### src/bus_pkg.sv
package bus_pkg;

    localparam int DATA_W = 32;
    localparam int ADDR_W = 32;
    localparam int MASK_W = DATA_W / 8;

    typedef enum logic {
        OP_READ,
        OP_WRITE
    } bus_op_e;

    // one request word from the processor port
    typedef struct packed {
        bus_op_e             op;
        logic [ADDR_W-1:0]   addr;
        logic [DATA_W-1:0]   wdata;
        logic [MASK_W-1:0]   mask;
    } bus_req_t;

    typedef struct packed {
        logic [DATA_W-1:0]   rdata;
        logic                err;    // set for unmapped access or a write to flash
    } bus_resp_t;

    // replaces the bytes of old_word selected by mask with those of new_word
    function automatic logic [DATA_W-1:0] merge_bytes(
        input logic [DATA_W-1:0] old_word,
        input logic [DATA_W-1:0] new_word,
        input logic [MASK_W-1:0] mask
    );
        logic [DATA_W-1:0] merged;
        merged = old_word;
        for (int b = 0; b < MASK_W; b++) begin
            if (mask[b]) begin
                merged[8*b +: 8] = new_word[8*b +: 8];
            end
        end
        return merged;
    endfunction

endpackage

### src/map_pkg.sv
package map_pkg;

    typedef enum logic [1:0] {
        REG_RAM,
        REG_FLASH,
        REG_GPIO,
        REG_NONE
    } region_e;

    localparam int PREFIX_W = 4;    // top nibble of the byte address picks the region

    localparam logic [PREFIX_W-1:0] RAM_PREFIX   = 4'h0;
    localparam logic [PREFIX_W-1:0] FLASH_PREFIX = 4'h1;
    localparam logic [PREFIX_W-1:0] GPIO_PREFIX  = 4'hB;

    localparam int RAM_ADDR_W   = 8;
    localparam int FLASH_ADDR_W = 6;
    localparam int GPIO_ADDR_W  = 1;    // word 0 drives the pins, word 1 samples them

    localparam int RAM_WAIT = 3;
    typedef logic [$clog2(RAM_WAIT + 1)-1:0] ram_cnt_t;

    typedef struct packed {
        bus_pkg::bus_req_t req;
        region_e           region;
    } dec_req_t;

    function automatic region_e region_of(input logic [bus_pkg::ADDR_W-1:0] addr);
        region_e region;
        case (addr[bus_pkg::ADDR_W-1 -: PREFIX_W])
            RAM_PREFIX:   region = REG_RAM;
            FLASH_PREFIX: region = REG_FLASH;
            GPIO_PREFIX:  region = REG_GPIO;
            default:      region = REG_NONE;
        endcase
        return region;
    endfunction

endpackage

### src/gpio_target.sv
`timescale 1ns/100ps

module gpio_target (
    input  logic                       clk,
    input  logic                       rst,
    input  map_pkg::dec_req_t          dec,
    input  logic                       go,
    output logic                       done,
    output bus_pkg::bus_resp_t         resp,
    input  logic [bus_pkg::DATA_W-1:0] gpio_in,
    output logic [bus_pkg::DATA_W-1:0] gpio_out
);

    logic [map_pkg::GPIO_ADDR_W-1:0] word_addr;
    logic                            is_write;
    logic                            out_sel;
    logic [bus_pkg::DATA_W-1:0]      out_q;
    logic [bus_pkg::DATA_W-1:0]      in_s1;
    logic [bus_pkg::DATA_W-1:0]      in_s2;

    assign word_addr = dec.req.addr[2 +: map_pkg::GPIO_ADDR_W];
    assign is_write  = (dec.req.op == bus_pkg::OP_WRITE);
    assign out_sel   = (word_addr == '0);

    always_ff @(posedge clk) begin
        if (rst) begin
            out_q <= '0;
        end else if (go && is_write && out_sel) begin
            out_q <= bus_pkg::merge_bytes(out_q, dec.req.wdata, dec.req.mask);
        end
    end

    // pins are asynchronous to the bus
    always_ff @(posedge clk) begin
        in_s1 <= gpio_in;
        in_s2 <= in_s1;
    end

    assign gpio_out = out_q;
    assign done     = go;

    // a write to the input word is dropped quietly
    assign resp.rdata = is_write ? '0 : (out_sel ? out_q : in_s2);
    assign resp.err   = 1'b0;

endmodule

### config.mk
export PLATFORM = sky130hd
export DESIGN_NAME = gpio_target
export DESIGN_NICKNAME = d
export VERILOG_FILES = /design/src/bus_pkg.sv /design/src/map_pkg.sv /design/src/gpio_target.sv
export SDC_FILE = /design/constraint.sdc
export NUM_CORES = 1
export LEC_CHECK = 0
export ABC_AREA = 0
export BUFFER_PORTS_ARGS = -buffer_cell sky130_fd_sc_hd__buf_4
export CORE_ASPECT_RATIO = 0.75
export CORE_MARGIN = 1.5
export CORE_UTILIZATION = 44
export DETAILED_ROUTE_END_ITERATION = 10
export PLACE_DENSITY = 0.82
export SYNTH_ARGS = -nofsm -noshare
export SYNTH_HDL_FRONTEND = slang
export SYNTH_SLANG_ARGS = --single-unit
### constraint.sdc
create_clock -name clk -period 1 [get_ports clk]
set_input_delay 0.05 -clock clk [delete_from_list [all_inputs] [get_ports clk]]
set_output_delay 0.05 -clock clk [all_outputs]
set_load 0.01 [all_outputs]
Word level (Yosys, flattened, before mapping)
Cells that the tools add are included.

cells by class
  mux-type cells = 2
  bitwise logic cells = 1
  reductions and logical operators = 6

operators by type and width
  cell                 count
  2-to-1 mux 32 bit    2
  AND reduction 2 bit  4
  logical AND 1 bit    2
  inverter 1 bit       1

storage, ports and cells
  bits in registers = 96
  input bits = 106
  output and inout bits = 66
  logic and storage cells = 15

Longest topological paths before layout
  depth after elaboration = 3
  depth in mapped cells = 4
  gate-level depth less buffers = 2

Least setup slack after synthesis
OpenSTA, ideal clock, no wires.

  path kind = input -> register
  start = input dec[40] in the netlist's numbering
  end = register out_q (netlist bit gpio_out[0])
  setup time = 0.072 ns
  arrival = 0.742 ns
  data required time = 0.928 ns
  path slack = 0.187 ns
  stages = 4
  buffers on the path = 2
  cell sequence = buf_4 and4b_1 buf_6 mux2i_1

on the way
  cells in the longest elaborated chain, start to end = 3

RTL lines
  what                           line               RTL
  start, declared                gpio_target.sv:6   input map_pkg::dec_req_t dec,
  inverter 1 bit                 gpio_target.sv:23  assign out_sel = (word_addr == '0);
  logical AND 1 bit              gpio_target.sv:28  end else if (go && is_write && out_sel) begin
  AND reduction 2 bit (no line)  -
  end signal, assigned           gpio_target.sv:29  out_q <= bus_pkg::merge_bytes(out_q, dec.req.wdata, dec.req.mask);
  end, declared                  gpio_target.sv:17  logic [bus_pkg::DATA_W-1:0] out_q;

Every way passes these cells.
A chain may end at the register's enable or synchronous reset.

==> reports/metrics.cfg <==
[global_route]
grt_pass1_wl_um = 14500
grt_max_degree = 65
grt_antenna_before_repair = 0
grt_overflow = 0
grt_usage_pct = 23.8
grt_pass1_vias = 3132

[yosys]
yosys_warnings = 0
ys_ff_latch = 96
yosysMostFrequentCell = dfxtp_1
synth_area_leaders = dfxtp_1 59%, mux2i_1 20%, nand2b_1 12%, nor2_1 3.7%, buf_4 1.4%
synth_top_family_by_area = multiplexers
synth_edf_count = 0
synthCells = 282
syn_area_um2 = 3260
synth_top_cell_area_share_pct = 58.9
syn_nets = 388
synth-compound-area-share_pct = 0
synth_cell_types = 11
avgSynthCellArea_um2 = 11.6
yosys.area_share.simple_pct = 17.2
netlist_top_cells_count = 96 x dfxtp_1, 64 x mux2i_1, 64 x nand2b_1
muxShareOfSynthArea_pct = 19.6
synthXorXnorAreaFrac_pct = 0
synth.largest_area_cell = dfxtp_1
synth_ff_type = dfxtp_1
ys_async_sr_fraction_pct = 0
synth_fa_ha_area_share_pct = 0
yosysSeqAreaShare_pct = 58.9

[sta]
slew_violations = 0
setup_slack_ps = -131
fin_worst_skew_ps = 9.27
rsz0062_at_grt = true
fmax_mhz = 884
hold_viol = 0
finalCriticalPeriod_ps = 1130
tns_ps = -1940
fin_crit_sh_pct = 113
finalSetupViolCount = 32
hold_slack_ps = 247

[clock_tree]
insertion_delay_ps = 340
cts_root_buf = clkbuf_8
cts_sinks = 96
clkTransAtPathRegs_ps = 90
cts_buffers = 9
clock_path_buffers = 2
cts_tree = yes
h-tree-depth = 3

[pwr]
p_leak_nw = 2.60
power_mw = 7.58
power_density_nw_per_um2 = 1330
ir_drop_v = 0.00107

[setup_path]
start_kind = flop
crit_type = flop to output pin
endpoint_kind = output pin
cp.required_ps = 950
crit_arrival_ps = 1080
path_max_fanout = 2

[route]
vias = 2814
drtAntennaViolNets = 0
drc = 0
dr.first_iter.drc_count = 47
drtPass1Iterations = 4
via_per_inst = 4.55
wl_per_cell_um = 15.0
finalWirelength_um = 9300

[die]
dieArea_um2 = 7940
initial_core_util_pct = 46.6
die_h_um = 77.6
io_pins = 172
die_w_um = 102
core_um2 = 6990
fp-row-count = 26

[flow_run]
cap_violations = 0

[place]
gp_congestion = 0.765
dp_slack_ps = 76.8
post-dp-hpwl_um = 5010
dpl.cell_count = 506
port_buffers = 137

[worst_hold_path]
hold_class = input port to flop

[outcome]
status = finished, violations left
violations = negative setup slack

[finish]
drive_above_1_share_pct = 43.7
fin_cells = 618
final_nets = 621
n_antenna_cell = 0
area_growth_syn_to_layout_pct = 74.4

## routing by layer
metal | GRT usage [%] | vias to the layer above | routed length (µm)
met2 | 46.2 | 95 | 5020
met1 | 24.2 | 1326 | 3600
li1 | - | 1374 | -
met3 | 6.31 | 19 | 500
met5 | 0 | - | 0
met4 | 8.08 | 0 | 179
## worst max-delay path, cell delays in order (launching register included)
cell and delay [ps]:
dfxtp_2 340, mux2i_2 190, nor2_1 70, buf_4 150
## path summary, 6_finish.rpt
check / startpoint / endpoint / slack, ps / cells after the start
max: gpio_out[12] / resp[13] / -130 / 3
min: dec[2] / gpio_out[4] / 250 / 4
max reg2reg: gpio_out[31] / gpio_out[31] / 210 / 3
min reg2reg: in_s1[20] / in_s2[20] / 330 / 0
## power by group
group | leakage (nW) | internal (mW) | switching, mW
clock network | 0.0928 | 1.23 | 1.24
logic | 1.70 | 0.675 | 0.387
registers | 0.815 | 3.99 | 0.0537
total | 2.60 | 5.90 | 1.68
## per-stage QoR
stage	cell area, µm²	utilization (%)
2_1_floorplan	3260	-
3_3_place_gp	4420	63.1
3_5_place_dp	4420	63.1
4_1_cts	5620	80.4
5_1_grt	5690	81.3
6_report	5690	81.3
## cell type report
type                            count  area [µm²]
Timing Repair Buffer              243        2190
Sequential cell                    96        1960
Fill cell                         403        1310
Multi-Input combinational cell    165        1210
Clock buffer                       12         145
Tap cell                           98         123
Clock inverter                      4        53.8
## placed cells by master, fill, tap and decap left out, drive strengths merged
master         n
and4b          4
buf          179
bufinv         1
clkbuf        12
clkinv         1
clkinvlp       2
conb           1
dfxtp         96
dlygate4sd3   64
mux2i         64
nand2b        64
nor2          32
## what timing repair did
action	4_1_cts	5_1_grt
buffers inserted	32	1
resized for setup	55	18
pin swaps	2	5
hold buffers	64	0
endpoints found under the setup margin	32	47
endpoints found under the hold margin	64	0
## sequential cells by signal, indices dropped and copies added, names as in the netlist
register / count
gpio_out: 32
in_s1: 32
in_s2: 32
## logic make-up after synthesis
kind of cell	after synthesis
simple gates	100
flops	96
buf+inv	21
other cells	1
mux	64
No activity file was read; power rests on OpenSTA's default activity.
