--- config.mk ---
export PLATFORM = sky130hd
export DESIGN_NAME = bus_decode
export DESIGN_NICKNAME = d
export VERILOG_FILES = /design/src/bus_pkg.sv /design/src/map_pkg.sv /design/src/bus_decode.sv
export SDC_FILE = /design/constraint.sdc
export NUM_CORES = 1
export LEC_CHECK = 0
export BUFFER_PORTS_ARGS = -buffer_cell sky130_fd_sc_hd__buf_2
export CORE_ASPECT_RATIO = 1.1
export CORE_MARGIN = 2
export CORE_UTILIZATION = 46
export CTS_BUF_LIST = sky130_fd_sc_hd__clkbuf_8
export DETAILED_ROUTE_END_ITERATION = 10
export PLACE_DENSITY = 0.9
export SLEW_MARGIN = 20
export SYNTH_ARGS = -nofsm -noshare
export SYNTH_HDL_FRONTEND = slang
export SYNTH_SLANG_ARGS = --single-unit
--- constraint.sdc ---
create_clock -name clk -period 20.2 [get_ports clk]
set_input_delay 5.05 -clock clk [delete_from_list [all_inputs] [get_ports clk]]
set_output_delay 5.05 -clock clk [all_outputs]
set_load 0.05 [all_outputs]
--- src/bus_pkg.sv ---
package bus_pkg;

    localparam int DATA_W = 32;
    localparam int ADDR_W = 32;
    localparam int MASK_W = DATA_W / 8;

    typedef enum logic {
        OP_READ,
        OP_WRITE
    } bus_op_e;

    // one request word from the processor port
    typedef struct packed {
        bus_op_e             op;
        logic [ADDR_W-1:0]   addr;
        logic [DATA_W-1:0]   wdata;
        logic [MASK_W-1:0]   mask;
    } bus_req_t;

    typedef struct packed {
        logic [DATA_W-1:0]   rdata;
        logic                err;    // set for unmapped access or a write to flash
    } bus_resp_t;

    // replaces the bytes of old_word selected by mask with those of new_word
    function automatic logic [DATA_W-1:0] merge_bytes(
        input logic [DATA_W-1:0] old_word,
        input logic [DATA_W-1:0] new_word,
        input logic [MASK_W-1:0] mask
    );
        logic [DATA_W-1:0] merged;
        merged = old_word;
        for (int b = 0; b < MASK_W; b++) begin
            if (mask[b]) begin
                merged[8*b +: 8] = new_word[8*b +: 8];
            end
        end
        return merged;
    endfunction

endpackage

--- src/map_pkg.sv ---
package map_pkg;

    typedef enum logic [1:0] {
        REG_RAM,
        REG_FLASH,
        REG_GPIO,
        REG_NONE
    } region_e;

    localparam int PREFIX_W = 4;    // top nibble of the byte address picks the region

    localparam logic [PREFIX_W-1:0] RAM_PREFIX   = 4'h0;
    localparam logic [PREFIX_W-1:0] FLASH_PREFIX = 4'h1;
    localparam logic [PREFIX_W-1:0] GPIO_PREFIX  = 4'hB;

    localparam int RAM_ADDR_W   = 8;
    localparam int FLASH_ADDR_W = 6;
    localparam int GPIO_ADDR_W  = 1;    // word 0 drives the pins, word 1 samples them

    localparam int RAM_WAIT = 3;
    typedef logic [$clog2(RAM_WAIT + 1)-1:0] ram_cnt_t;

    typedef struct packed {
        bus_pkg::bus_req_t req;
        region_e           region;
    } dec_req_t;

    function automatic region_e region_of(input logic [bus_pkg::ADDR_W-1:0] addr);
        region_e region;
        case (addr[bus_pkg::ADDR_W-1 -: PREFIX_W])
            RAM_PREFIX:   region = REG_RAM;
            FLASH_PREFIX: region = REG_FLASH;
            GPIO_PREFIX:  region = REG_GPIO;
            default:      region = REG_NONE;
        endcase
        return region;
    endfunction

endpackage

--- src/bus_decode.sv ---
`timescale 1ns/100ps

module bus_decode (
    input  logic              clk,
    input  logic              rst,
    input  bus_pkg::bus_req_t req,
    input  logic              req_valid,
    output logic              req_ready,
    input  logic              slot_free,
    input  logic              ram_busy,
    output map_pkg::dec_req_t dec,
    output logic              ram_go,
    output logic              flash_go,
    output logic              gpio_go,
    output logic              none_go
);

    logic full;
    logic settled;
    logic load;
    logic dispatch;

    // an entry spends one full cycle in the stage before it may leave
    assign dispatch  = full && settled && slot_free && !ram_busy;
    assign req_ready = !full || dispatch;
    assign load      = req_valid && req_ready;

    always_ff @(posedge clk) begin
        if (rst) begin
            full    <= 1'b0;
            settled <= 1'b0;
        end else begin
            if (load) begin
                full <= 1'b1;
            end else if (dispatch) begin
                full <= 1'b0;
            end
            settled <= full && !load;    // a fresh entry restarts its wait
        end
    end

    always_ff @(posedge clk) begin
        if (load) begin
            dec.req    <= req;
            dec.region <= map_pkg::region_of(req.addr);
        end
    end

    assign ram_go   = dispatch && (dec.region == map_pkg::REG_RAM);
    assign flash_go = dispatch && (dec.region == map_pkg::REG_FLASH);
    assign gpio_go  = dispatch && (dec.region == map_pkg::REG_GPIO);
    assign none_go  = dispatch && (dec.region == map_pkg::REG_NONE);

    a_one_go: assert property (
        @(posedge clk) disable iff (rst)
        $onehot0({ram_go, flash_go, gpio_go, none_go})
    ) else $error("more than one dispatch strobe in a cycle");

endmodule

# Word level (Yosys, flattened, before mapping)
# Index checks and enable logic that the tools add are counted.
# totals
register_bits,73
# classes
eq_ne,5
mux,3
n_reduce_logical,16
# ops
operator,n
logical AND 1 bit,9
case mux 2 bit (3 select lines),1
== test 2 bit (second input constant),2
== test 4 x 1 -> 1 bit (second input constant),1
== test 4 bit (second input constant),1
logical NOT 4 bit,1
logical NOT 1 bit,3
== test 2 x 1 -> 1 bit (second input constant),1
logical NOT 2 bit,1
2-to-1 mux 1 bit,2
nonzero test 2 bit,1
logical OR 1 bit,1

# Logic depth before layout (Yosys ltp)
# Gate-level depths: netlist of the first run.
# depth
word_depth,7
ltp_mapped,2
depth_no_buf,2

# Least setup slack after synthesis of the first run
# No wires, ideal clock.
# synth_timing
kind,in2out
start,input port ram_busy
end,output port flash_go
arrival_ns,6.467
t_required_ns,15.150
setup_slack_ns,8.683
stages,2
path_cell_list,nand4b_1 -> nor3b_1
# synth_between
elab_chain_len,3
# synth_rtl
item,line_no,source
start: declaration,bus_decode.sv:10,"input logic ram_busy,"
logical NOT 1 bit,bus_decode.sv:24,assign dispatch = full && settled && slot_free && !ram_busy;
logical AND 1 bit,bus_decode.sv:24,
logical AND 1 bit,bus_decode.sv:50,assign flash_go = dispatch && (dec.region == map_pkg::REG_FLASH);
end: declaration,bus_decode.sv:13,"output logic flash_go,"
# Every way passes these cells.

# Worst setup path in the final report of the first run
# layout_timing
start,input port ram_busy
end,output port gpio_go
# layout_between
elab_chain_len,3
# layout_rtl
item,line_no,source
logical NOT 1 bit,bus_decode.sv:24,
logical AND 1 bit,bus_decode.sv:24,
logical AND 1 bit,bus_decode.sv:51,assign gpio_go = dispatch && (dec.region == map_pkg::REG_GPIO);
end: declaration,bus_decode.sv:14,"output logic gpio_go,"
# Every way passes these cells.

==> metrics list, run 1 <==
- In this run the count of I/O pins placed on the die edge is 150.
- Along the worst path, the maximum fanout reaches 4.
- Number of global-route vias before repair: 1,563
- During synthesis, Yosys emitted a total of 0 warnings.
- In this run, synthesis produced a sequential element count of 73.
- Input and output buffers added on the ports amount to 149.
- After synthesis, the mean cell area works out to 25.2 sq um.
- Area of the core: 0.00472 sq mm
* Final Max Tran Viols: 0
- For this run, the top clock speed supported by timing is 90.4 MHz.
* Data arrival time of the critical path: 6.01 ns
* Deepest level of the CTS H-tree: 3
* Per-cell routed wire length: 17.1 microns
- Worst IR Drop VDD: 0.0000672 V
* Area added between synthesis and finish: 46.0%
* Min Tclk post-route: 11.06 ns
- Setup-failing EPs final: 0
- The initial antenna violation count was 0.
* Clock buffers created by TritonCTS: 9
* Number of antenna diodes: 0
* TritonCTS clock tree: yes
- Vias per inst: 4.91
- Total power per unit cell area: 104 mW/mm^2
- In this run the remaining antenna-violating nets after routing total 0.
* Critical path startpoint category: primary input
* CTS Root Buffer Type: sky130_fd_sc_hd__clkbuf_8
- HPWL after detailed placement: 3990 microns
- Final layout net count: 326
- Cell area after synthesis: 0.00229 sq mm
- For the pin with the worst max-slew slack, the measured transition is 0.699 ns.
- The number of hold-slack violations in the final timing report came to 0.
- Unrepaired setup endpoints after global routing: false
- DR vias: 1,537
* Class of the tightest hold or removal check: reg2reg
* Util after Layout: 70.8%
- The later pin in the worst-skew pair is clocked with a latency of 0.33 ns.
- DRC violations left: 0
- The floorplan step defined a die boundary enclosing 0.00556 sq mm.
- Walking the worst path, the cells encountered are buf_2 > nand4b_1 > nor3b_1 > buf_2.
- No sink is reached through more buffers than the 2 on the longest clock path.
- Initial Utilization: 48.5%
* Top cell by count, worst path: sky130_fd_sc_hd__buf_2
* Share of final-layout standard cells stronger than drive strength 1: 65.0%
- Summing internal, switching and leakage power gives 0.347 mW.
- Final TNS setup: 0 ns
- Row generation in the floorplan step produced 26 rows.
- Number of max-cap violations: 0
* Number of nets produced by synthesis: 165
- Final period util: 54.7%
- Across every metal layer, demand over resource in global routing totals 19.8%.
- STA puts the critical path data required time at 15.15 ns.
- Detailed Route WL: 5350 microns
- For the final database, setup skew stands at 0.00459 ns.
- The first routing iteration left 100 violations.
- Together, buffers and inverters on the worst path number 2.
- Outcome: completed
- Cell at the slowest stage of the critical path: sky130_fd_sc_hd__buf_2
* Clock sinks: 73
* Hold-fix buffer count after cts: 0
- Total global routing overflow: 0
* Die width: 71.3 microns
- The worst setup path is captured at an output pin.
- Sequential elements use 94.9% of the synthesized area.
- Maximum number of pins on one net before global-route repair: 52
- Post-synthesis cell type count: 15
* Leakage component of the power: 1.45 nW
* Post-CTS setup buffers: 0
- Clock-pin transition on the worst setup and hold timing paths: 0.07 ns
- GPL Wtd Cong: 0.776
- Die Y-Extent: 78.0 microns
- The cell count after synthesis came out at 91.
- In this design, the stage delay of the slowest critical-path cell is 0.31 ns.
- Crit-path leading delay family: simple AND/OR/NAND/NOR gates
- First-pass detailed-route iteration total: 4
- Worst max-slew margin expressed relative to the limit: 53.3%
- The critical path is of the in2out type.
* Resized cells post-CTS: 0
- Wire length of the first global-routing pass: 7760 microns
## routing by layer
layer  part of all wire, %  track usage (%)
met1                    32             18.7
met2                    56             36.2
met3                    10             7.27
met4                   1.9             10.4
met5                     0                0
## per-stage QoR
stage               setup slack, ns  instances  area, sq um  hold slack, ns
floorplan                      8.68         91         2290           0.490
global placement               9.27        297         3120           0.547
detailed placement             9.15        297         3120           0.568
CTS                            9.15        313         3340           0.571
global route                   9.06        313         3340           0.589
finish                         9.14        313         3340           0.571
## cell usage after synthesis
master	instances	area, sq um
sky130_fd_sc_hd__nand4b_1	1	8.76
sky130_fd_sc_hd__nor3b_1	3	22.5
sky130_fd_sc_hd__nand3_1	1	5.00
sky130_fd_sc_hd__nor2_1	2	7.51
sky130_fd_sc_hd__nor3_1	2	10.0
sky130_fd_sc_hd__edfxtp_1	71	2130
sky130_fd_sc_hd__nand2_1	2	7.51
sky130_fd_sc_hd__dfxtp_1	2	40.0
sky130_fd_sc_hd__nand3b_1	1	7.51
sky130_fd_sc_hd__or3_2	1	7.51
sky130_fd_sc_hd__nor4bb_1	1	10.0
sky130_fd_sc_hd__a21o_1	1	7.51
sky130_fd_sc_hd__a21boi_0	1	7.51
sky130_fd_sc_hd__or3_1	1	6.26
sky130_fd_sc_hd__and4b_1	1	10.0
## logic make-up after synthesis
| group | count (synthesis) | share of synthesized area [%] |
|---|---|---|
| compound gates | 2 | 0.656 |
| flops | 73 | 94.9 |
| simple gates | 16 | 4.48 |
## sequential cells by signal, summed over array words and instances (netlist names)
| name | flops |
|---|---|
| dec | 71 |
| full | 1 |
| settled | 1 |
## cell type report
| class | count | area (sq um) |
|---|---|---|
| multi-input cells | 18 | 129 |
| flip-flops and latches | 73 | 2170 |
| fillers | 316 | 1380 |
| clock buffers | 13 | 179 |
| well taps | 56 | 70.1 |
| clock inverters | 3 | 38.8 |
| repair buffers | 150 | 753 |
## where the power goes
part,internal (mW),switching (mW)
clock network,0.0699,0.0486
registers,0.177,0.00243
logic,0.0111,0.0381
## worst paths after layout
kind / start / endpoint / slack (ns) / cells past startpoint
setup reg to reg: settled / dec[18] / 18.02 / 3
hold / removal: full / settled / 0.57 / 1
setup / recovery: ram_busy / gpio_go / 9.14 / 4
hold reg to reg: full / settled / 0.57 / 1
## placed cells by master (no fill, tap or decap), drive strengths merged
master  netlist  final
inv           0      1
nor3b         3      3
dfxtp         2      2
clkbuf        0     13
edfxtp       71     71
buf           0    150
nand3b        1      1
a21boi        1      1
nor2          2      2
clkinv        0      1
or3           2      2
and4b         1      1
bufinv        0      1
nand3         1      1
nand2         2      2
nand4b        1      1
a21o          1      1
nor3          2      2
nor4bb        1      1
(Power assumes the default switching activity.)
==> run 2, diff against run 1 <==
CORE_UTILIZATION = 39   (was 46)
PLACE_DENSITY = 0.81   (was 0.9)
clock period = 9.5 ns   (was 20.2 ns; I/O delays follow)
==> run 2 against run 1 <==
- sequential share of layout area down 0.53 points
- first-iteration DRC count down 20%
- final area up 0.82%
- sequential power up 110%
- sequential cell count unchanged
- global-route usage down 4.9 points
- register-to-register slack worse by 10 ns
- critical path depth unchanged
- count of clock-buffer cells in the layout down 4
- total power up 110%
==> metrics list, run 2 (synthesis results as in run 1) <==
- Top cell by count, worst path: sky130_fd_sc_hd__buf_2
- Final Total Pwr: 0.742 mW (+110%)
- Die Y-Extent: 84.4 microns (+8.2%)
* Worst IR Drop VDD: 0.000128 V (+91%)
- The post-route standard cell area excluding fillers was 0.00337 sq mm (+0.82%).
- Worst-margin pin slew: 0.850 ns (+0.151 ns)
- The number of violations of the max-capacitance limit is 0 (unchanged).
* Unrepaired setup endpoints after global routing: false
* Most frequent cells in the layout: sky130_fd_sc_hd__buf_2, sky130_fd_sc_hd__edfxtp_1, sky130_fd_sc_hd__clkbuf_8
- The sequential cell area is 0.00217 sq mm (unchanged).
- The total global routing overflow came to 0 (unchanged).
* HPWL after detailed placement: 3500 microns (-12%)
- Top-Level Pins: 150 (unchanged)
- Worst max-slew margin expressed relative to the limit: 43.4% (-9.9 points)
* DR vias: 1,464 (-4.7%)
- The average routed wire per standard cell was 13.9 microns (-18%).
* Final TNS setup: 0 ns (unchanged)
- On the critical path, the stage with the largest delay is an instance of sky130_fd_sc_hd__buf_2.
- Number of global-route vias before repair: 1,478 (-5.4%)
- Antenna violations before repair: 0 (unchanged)
- Crit end category: output pin
- The clock-pin slew on the worst setup and hold paths was 0.07 ns (about the same).
* Final Max Tran Viols: 0 (unchanged)
- Initial Utilization: 39.9% (-8.6 points)
- The maximum single-stage delay on the critical path was 0.30 ns (about the same).
* Vias per inst: 4.38 (-11%)
- Clock buffers created by TritonCTS: 9 (unchanged)
- The largest net degree at the start of global routing was 72 (+38%).
- Clk_lat worst skew: 0.33 ns (about the same)
* Most common cell after layout, fill and taps aside: sky130_fd_sc_hd__buf_2
* GPL Wtd Cong: 0.676 (-13%)
- CTS Root Buffer Type: sky130_fd_sc_hd__clkbuf_8
- First-pass detailed-route iteration total: 3 (-1)
- The wire length of the first global-routing pass is 7090 microns (-8.5%).
- The critical path required time came to 7.13 ns (-8.02 ns).
* Detailed Route WL: 4650 microns (-13%)
* Clock sinks: 73 (unchanged)
- Max reg flops: 71 (unchanged)
- Met1 Wirelength: 1610 microns (-5.4%)
- The worst path uses 59.6% of the clock period.
- The number of levels the H-tree was split into is 3 (unchanged).
- Met2 wire length: 2430 microns (-19%)
- Hold_ws: 0.566 ns (-0.00456 ns)
- IO buf count: 149 (unchanged)
* Routed wl met3: 516 microns (-3.7%)
- The global-route usage over all layers came to 14.8% (-4.9 points).
* Highest fanout seen on the critical path: 4 (unchanged)
- Relative to the synthesized area, the layout overhead comes to 47.2%.
* Number of antenna diodes: 0 (unchanged)
- Std cell rows: 29 (+12%)
* Number of buffers on the longest clock path: 2 (unchanged)
* Crit-path leading delay family: simple AND/OR/NAND/NOR gates
* Class of the tightest hold or removal check: reg2reg
- The instance area at placement is 0.00315 sq mm (+0.84%).
* Post-DRT Antenna Nets: 0 (unchanged)
- Starting DRT DRC Count: 80 (-20%)
* Setup-failing EPs final: 0 (unchanged)
- Hold-fix buffer count after cts: 0 (unchanged)
- Area of the core: 0.00573 sq mm (+22%)
* Die width: 77.1 microns (+8.1%)
- The number of fill cells is 486 (+54%).
* Outcome: completed
- Total power per unit cell area: 220 mW/mm^2 (+110%)
- Leading registers by flop count: dec x71, full x1, settled x1
* Hold Violations, Final: 0 (unchanged)
- The worst endpoint data arrival time is 3.28 ns (-2.73 ns).
- The share of layout cells above drive strength 1 was 65.0% (unchanged).
- TritonCTS built the clock tree.
- Post-CTS setup buffers: 0 (unchanged)
- DRC violations left: 0 (unchanged)
* Largest register by flop count: dec
* Min Tclk post-route: 5.66 ns
* Leakage component of the power: 1.43 nW (-0.94%)
- Uppermost signal routing layer after detailed routing: met4
- Highest achievable clock rate: 177 MHz
- The footprint of the multi-input gates came to 129 sq um (unchanged).
- The critical path is of the in2out type.
* Worst-case clock skew: 0.00691 ns (+0.00232 ns)
* Final layout net count: 326 (unchanged)
- Resized cells post-CTS: 0 (unchanged)
* Critical path startpoint category: primary input
- The number of buffer and inverter stages on the critical path came to 2 (unchanged).
* Sequence of cells on the critical path: buf_2 > nand4b_1 > nor3b_1 > buf_2
- The total die area was 0.00650 sq mm (+17%).
run 2: worst paths after layout:
kind / slack (ns) / depth (start not counted) / start / end
min: 0.57 / 1 / full / settled
max reg2reg: 7.73 / 3 / settled / dec[2]
max: 3.84 / 4 / ram_busy / flash_go
min reg2reg: 0.57 / 1 / full / settled
run 2: power by group:
group          total, mW  internal [mW]  switching, mW
sequential         0.381          0.376        0.00487
clock              0.258          0.148          0.110
combinational      0.104         0.0235         0.0801
total              0.742          0.547          0.195
run 2: metal layers:
metal  GRT usage (%)  vias to the layer above
met5               0                        -
met4            8.44                        0
met3            6.24                        9
met2            24.6                       90
met1            16.0                      676
li1                -                      689
run 2: layout make-up:
| cell class | instances | area share [%] |
|---|---|---|
| Sequential cell | 73 | 64.5 |
| Multi-Input combinational cell | 18 | 3.82 |
| Tap cell | 77 | 2.86 |
| Timing Repair Buffer | 150 | 22.4 |
| Clock inverter | 7 | 2.82 |
| Clock buffer | 9 | 3.68 |
run 2: worst register-to-register path: stages (launching register included):
cell	delay, ns
sky130_fd_sc_hd__dfxtp_1	0.36
sky130_fd_sc_hd__nand3b_1	0.16
sky130_fd_sc_hd__a21boi_4	0.17
sky130_fd_sc_hd__buf_4	0.66
run 2: through the flow:
step / worst slack, ns / std cells / utilization [%]
after detailed placement: 3.84 / 318 / 55.0
after global placement: 3.92 / 318 / 55.0
after global routing: 3.74 / 334 / 58.8
after floorplan: 1.18 / 91 / -
after CTS: 3.84 / 334 / 58.8
final: 3.84 / 334 / 58.8
==> run 3, diff against run 2 <==
CORE_UTILIZATION = 43   (was 39)
PLACE_DENSITY = 0.85   (was 0.81)
clock period = 5.65 ns   (was 9.5 ns; I/O delays follow)
==> run 3 against run 2 <==
- sequential power grew 68%
- routed wire length grew 4.3%
- worst hold slack improved by 0.0012 ns
- count of clock-buffer cells in the layout stayed put
- via count decreased by 1.5%
- non-clock buffer count did not move
- final area shrank 0.71%
- clock power up 66%
- global-route usage rose by 2.3 points
==> metrics list, run 3 (synthesis results as in run 1) <==
* Count of cells along the worst hold path: 1 (unchanged)
* Clock sinks: 73 (unchanged)
- Placed Cells incl. Taps: 299 (-6.0%)
- The total global routing overflow is 0 (unchanged).
* CTS Root Buffer Type: sky130_fd_sc_hd__clkbuf_8
- The initial core utilization was 45.2% (+5.2 points).
* Util after Layout: 66.0% (+7.3 points)
- Most common cell after layout, fill and taps aside: sky130_fd_sc_hd__buf_2
- The worst path uses 65.3% of the clock period.
* Die Y-Extent: 80.5 microns (-4.5%)
* IO buf count: 149 (unchanged)
- Largest register by flop count: dec
- Hold Violations, Final: 0 (unchanged)
- Number of antenna diodes: 0 (unchanged)
* GPL Wtd Cong: 0.702 (+3.9%)
- The share of layout cells above drive strength 1 came to 65.4% (+0.39 points).
* Class of the tightest hold or removal check: reg2reg
* Final non-filler cell area: 0.00335 sq mm (-0.71%)
- The largest fanout on the critical path is 4 (unchanged).
* Sequence of cells on the critical path: buf_2 > nand4b_1 > nor3b_1 > buf_2
* Number of buffers on the longest clock path: 2 (unchanged)
- The post-place setup slack was 1.97 ns (-1.87 ns).
- Fillers: 353 (-27%)
* First-pass detailed-route iteration total: 4 (+1)
- In the layout the commonest cells are sky130_fd_sc_hd__buf_2, sky130_fd_sc_hd__edfxtp_1, sky130_fd_sc_hd__clkbuf_8.
- Resized cells post-CTS: 0 (unchanged)
* Min Tclk post-route: 3.69 ns
- Antenna violations before repair: 0 (unchanged)
- The final routed wirelength across all metal layers was 4850 microns (+4.3%).
* R2R cell count: 3 (unchanged)
- Delay of the slowest cell on the worst path: 0.29 ns (about the same)
- Highest achievable clock rate: 271 MHz
- Area enclosed by the die boundary: 0.00593 sq mm (-8.8%)
- The worst endpoint data arrival time is 2.28 ns (-1.00 ns).
- The final instance count without filler cells is 315 (-5.7%).
* Area of the core: 0.00507 sq mm (-12%)
- The wire length of the first global-routing pass came to 6910 microns (-2.5%).
- The total vias in the final route is 1,442 (-1.5%).
* Number of global-route vias before repair: 1,424 (-3.7%)
* Clock-pin transition on the worst setup and hold timing paths: 0.07 ns (about the same)
* Vias per inst: 4.58 (+4.4%)
* Setup-failing EPs final: 0 (unchanged)
- Top-Level Pins: 150 (unchanged)
- Setup repair after global routing left no endpoint under its margin.
* Final Max Tran Viols: 0 (unchanged)
- The average routed wire per standard cell is 15.4 microns (+11%).
- The final total power came to 1.24 mW (+68%).
- The maximum VDD drop is 0.000202 V (+57%).
* Hold_ws: 0.567 ns (+0.00117 ns)
- The flow ran to the end, and the final reports show no timing, DRC or antenna violations.
- Worst max-slew margin expressed relative to the limit: 39.7% (-3.7 points)
- The setup slack after layout was 1.96 ns (-1.88 ns).
- The instance area at placement came to 0.00313 sq mm (-0.75%).
- TritonCTS clock tree: yes
* Total power per unit cell area: 372 mW/mm^2 (+69%)
- From synthesis to final layout, the design area changed by 46.1%.
- The clock buffer count from CTS came to 9 (unchanged).
- The number of design-rule violations left by the first detailed-router iteration is 80 (unchanged).
* Minimum setup slack among reg-to-reg paths: 3.42 ns (-4.31 ns)
- The largest net degree at the start of global routing was 44 (-39%).
- Data required time of the worst path: 4.24 ns (-2.89 ns)
* Leading registers by flop count: dec x71, full x1, settled x1
- The critical path is of the in2out type.
- The hold buffer count at CTS is 0 (unchanged).
- Number of max-cap violations: 0 (unchanged)
- The sum of negative setup slack is 0 ns (unchanged).
* Cell at the slowest stage of the critical path: sky130_fd_sc_hd__buf_2
* Worst-margin pin slew: 0.903 ns (+0.0529 ns)
- DRC violations left: 0 (unchanged)
- Leakage component of the power: 1.44 nW (+0.41%)
* Global routing usage summed across all routing layers: 17.1% (+2.3 points)
- Crit end category: output pin
- Critical path startpoint category: primary input
- Worst-case clock skew: 0.00773 ns (+0.000822 ns)
- Final layout net count: 326 (unchanged)
* Area used by sequential logic in the layout: 0.00217 sq mm (unchanged)
* Clk_lat worst skew: 0.33 ns (about the same)
- The residual antenna-violating net count after detailed routing was 0 (unchanged).
* Area of the multi-input gates: 129 sq um (unchanged)
- Top cell by count, worst path: sky130_fd_sc_hd__buf_2
- Deepest level of the CTS H-tree: 3 (unchanged)
- The buffers inserted during post-CTS setup optimization was 0 (unchanged).
* Std cell rows: 27 (-6.9%)
- Max reg flops: 71 (unchanged)
* Die width: 73.6 microns (-4.5%)
-- run 3: cell types whose count changed in the layout (fill, tap and decap cells not counted), sizes merged --
cell	delta
clkinv	+4
inv	-2
clkinvlp	-2
-- run 3: layout make-up --
type | count | area share [%]
Multi-Input combinational cell | 18 | 3.85
Timing Repair Buffer | 150 | 22.5
Clock buffer | 9 | 3.70
Tap cell | 58 | 2.17
Clock inverter | 7 | 2.84
Sequential cell | 73 | 64.9
-- run 3: path summary, 6_finish.rpt --
path	from	endpoint
setup / recovery	ram_busy	gpio_go
hold / removal	full	settled
setup reg to reg	settled	dec[49]
hold reg to reg	full	settled
-- run 3: critical path, delay by kind of cell --
family	cells	cell delay, ns
and+or+nand+nor	2	0.46
buffers and inverters	2	0.41
-- run 3: routing by layer --
metal	vias to the layer above	track usage, %	wire, microns	share of wire [%]
li1	687	-	-	-
met1	643	16.0	1710	35
met2	102	28.0	2450	51
met3	10	8.78	559	12
met5	-	0	0	0
met4	0	12.2	130	2.7
-- run 3: report_power, final --
part           internal (mW)  total (mW)  switching, mW
clock network          0.248       0.429          0.181
registers              0.631       0.640        0.00813
logic                 0.0396       0.175          0.135
total                  0.919        1.24          0.324
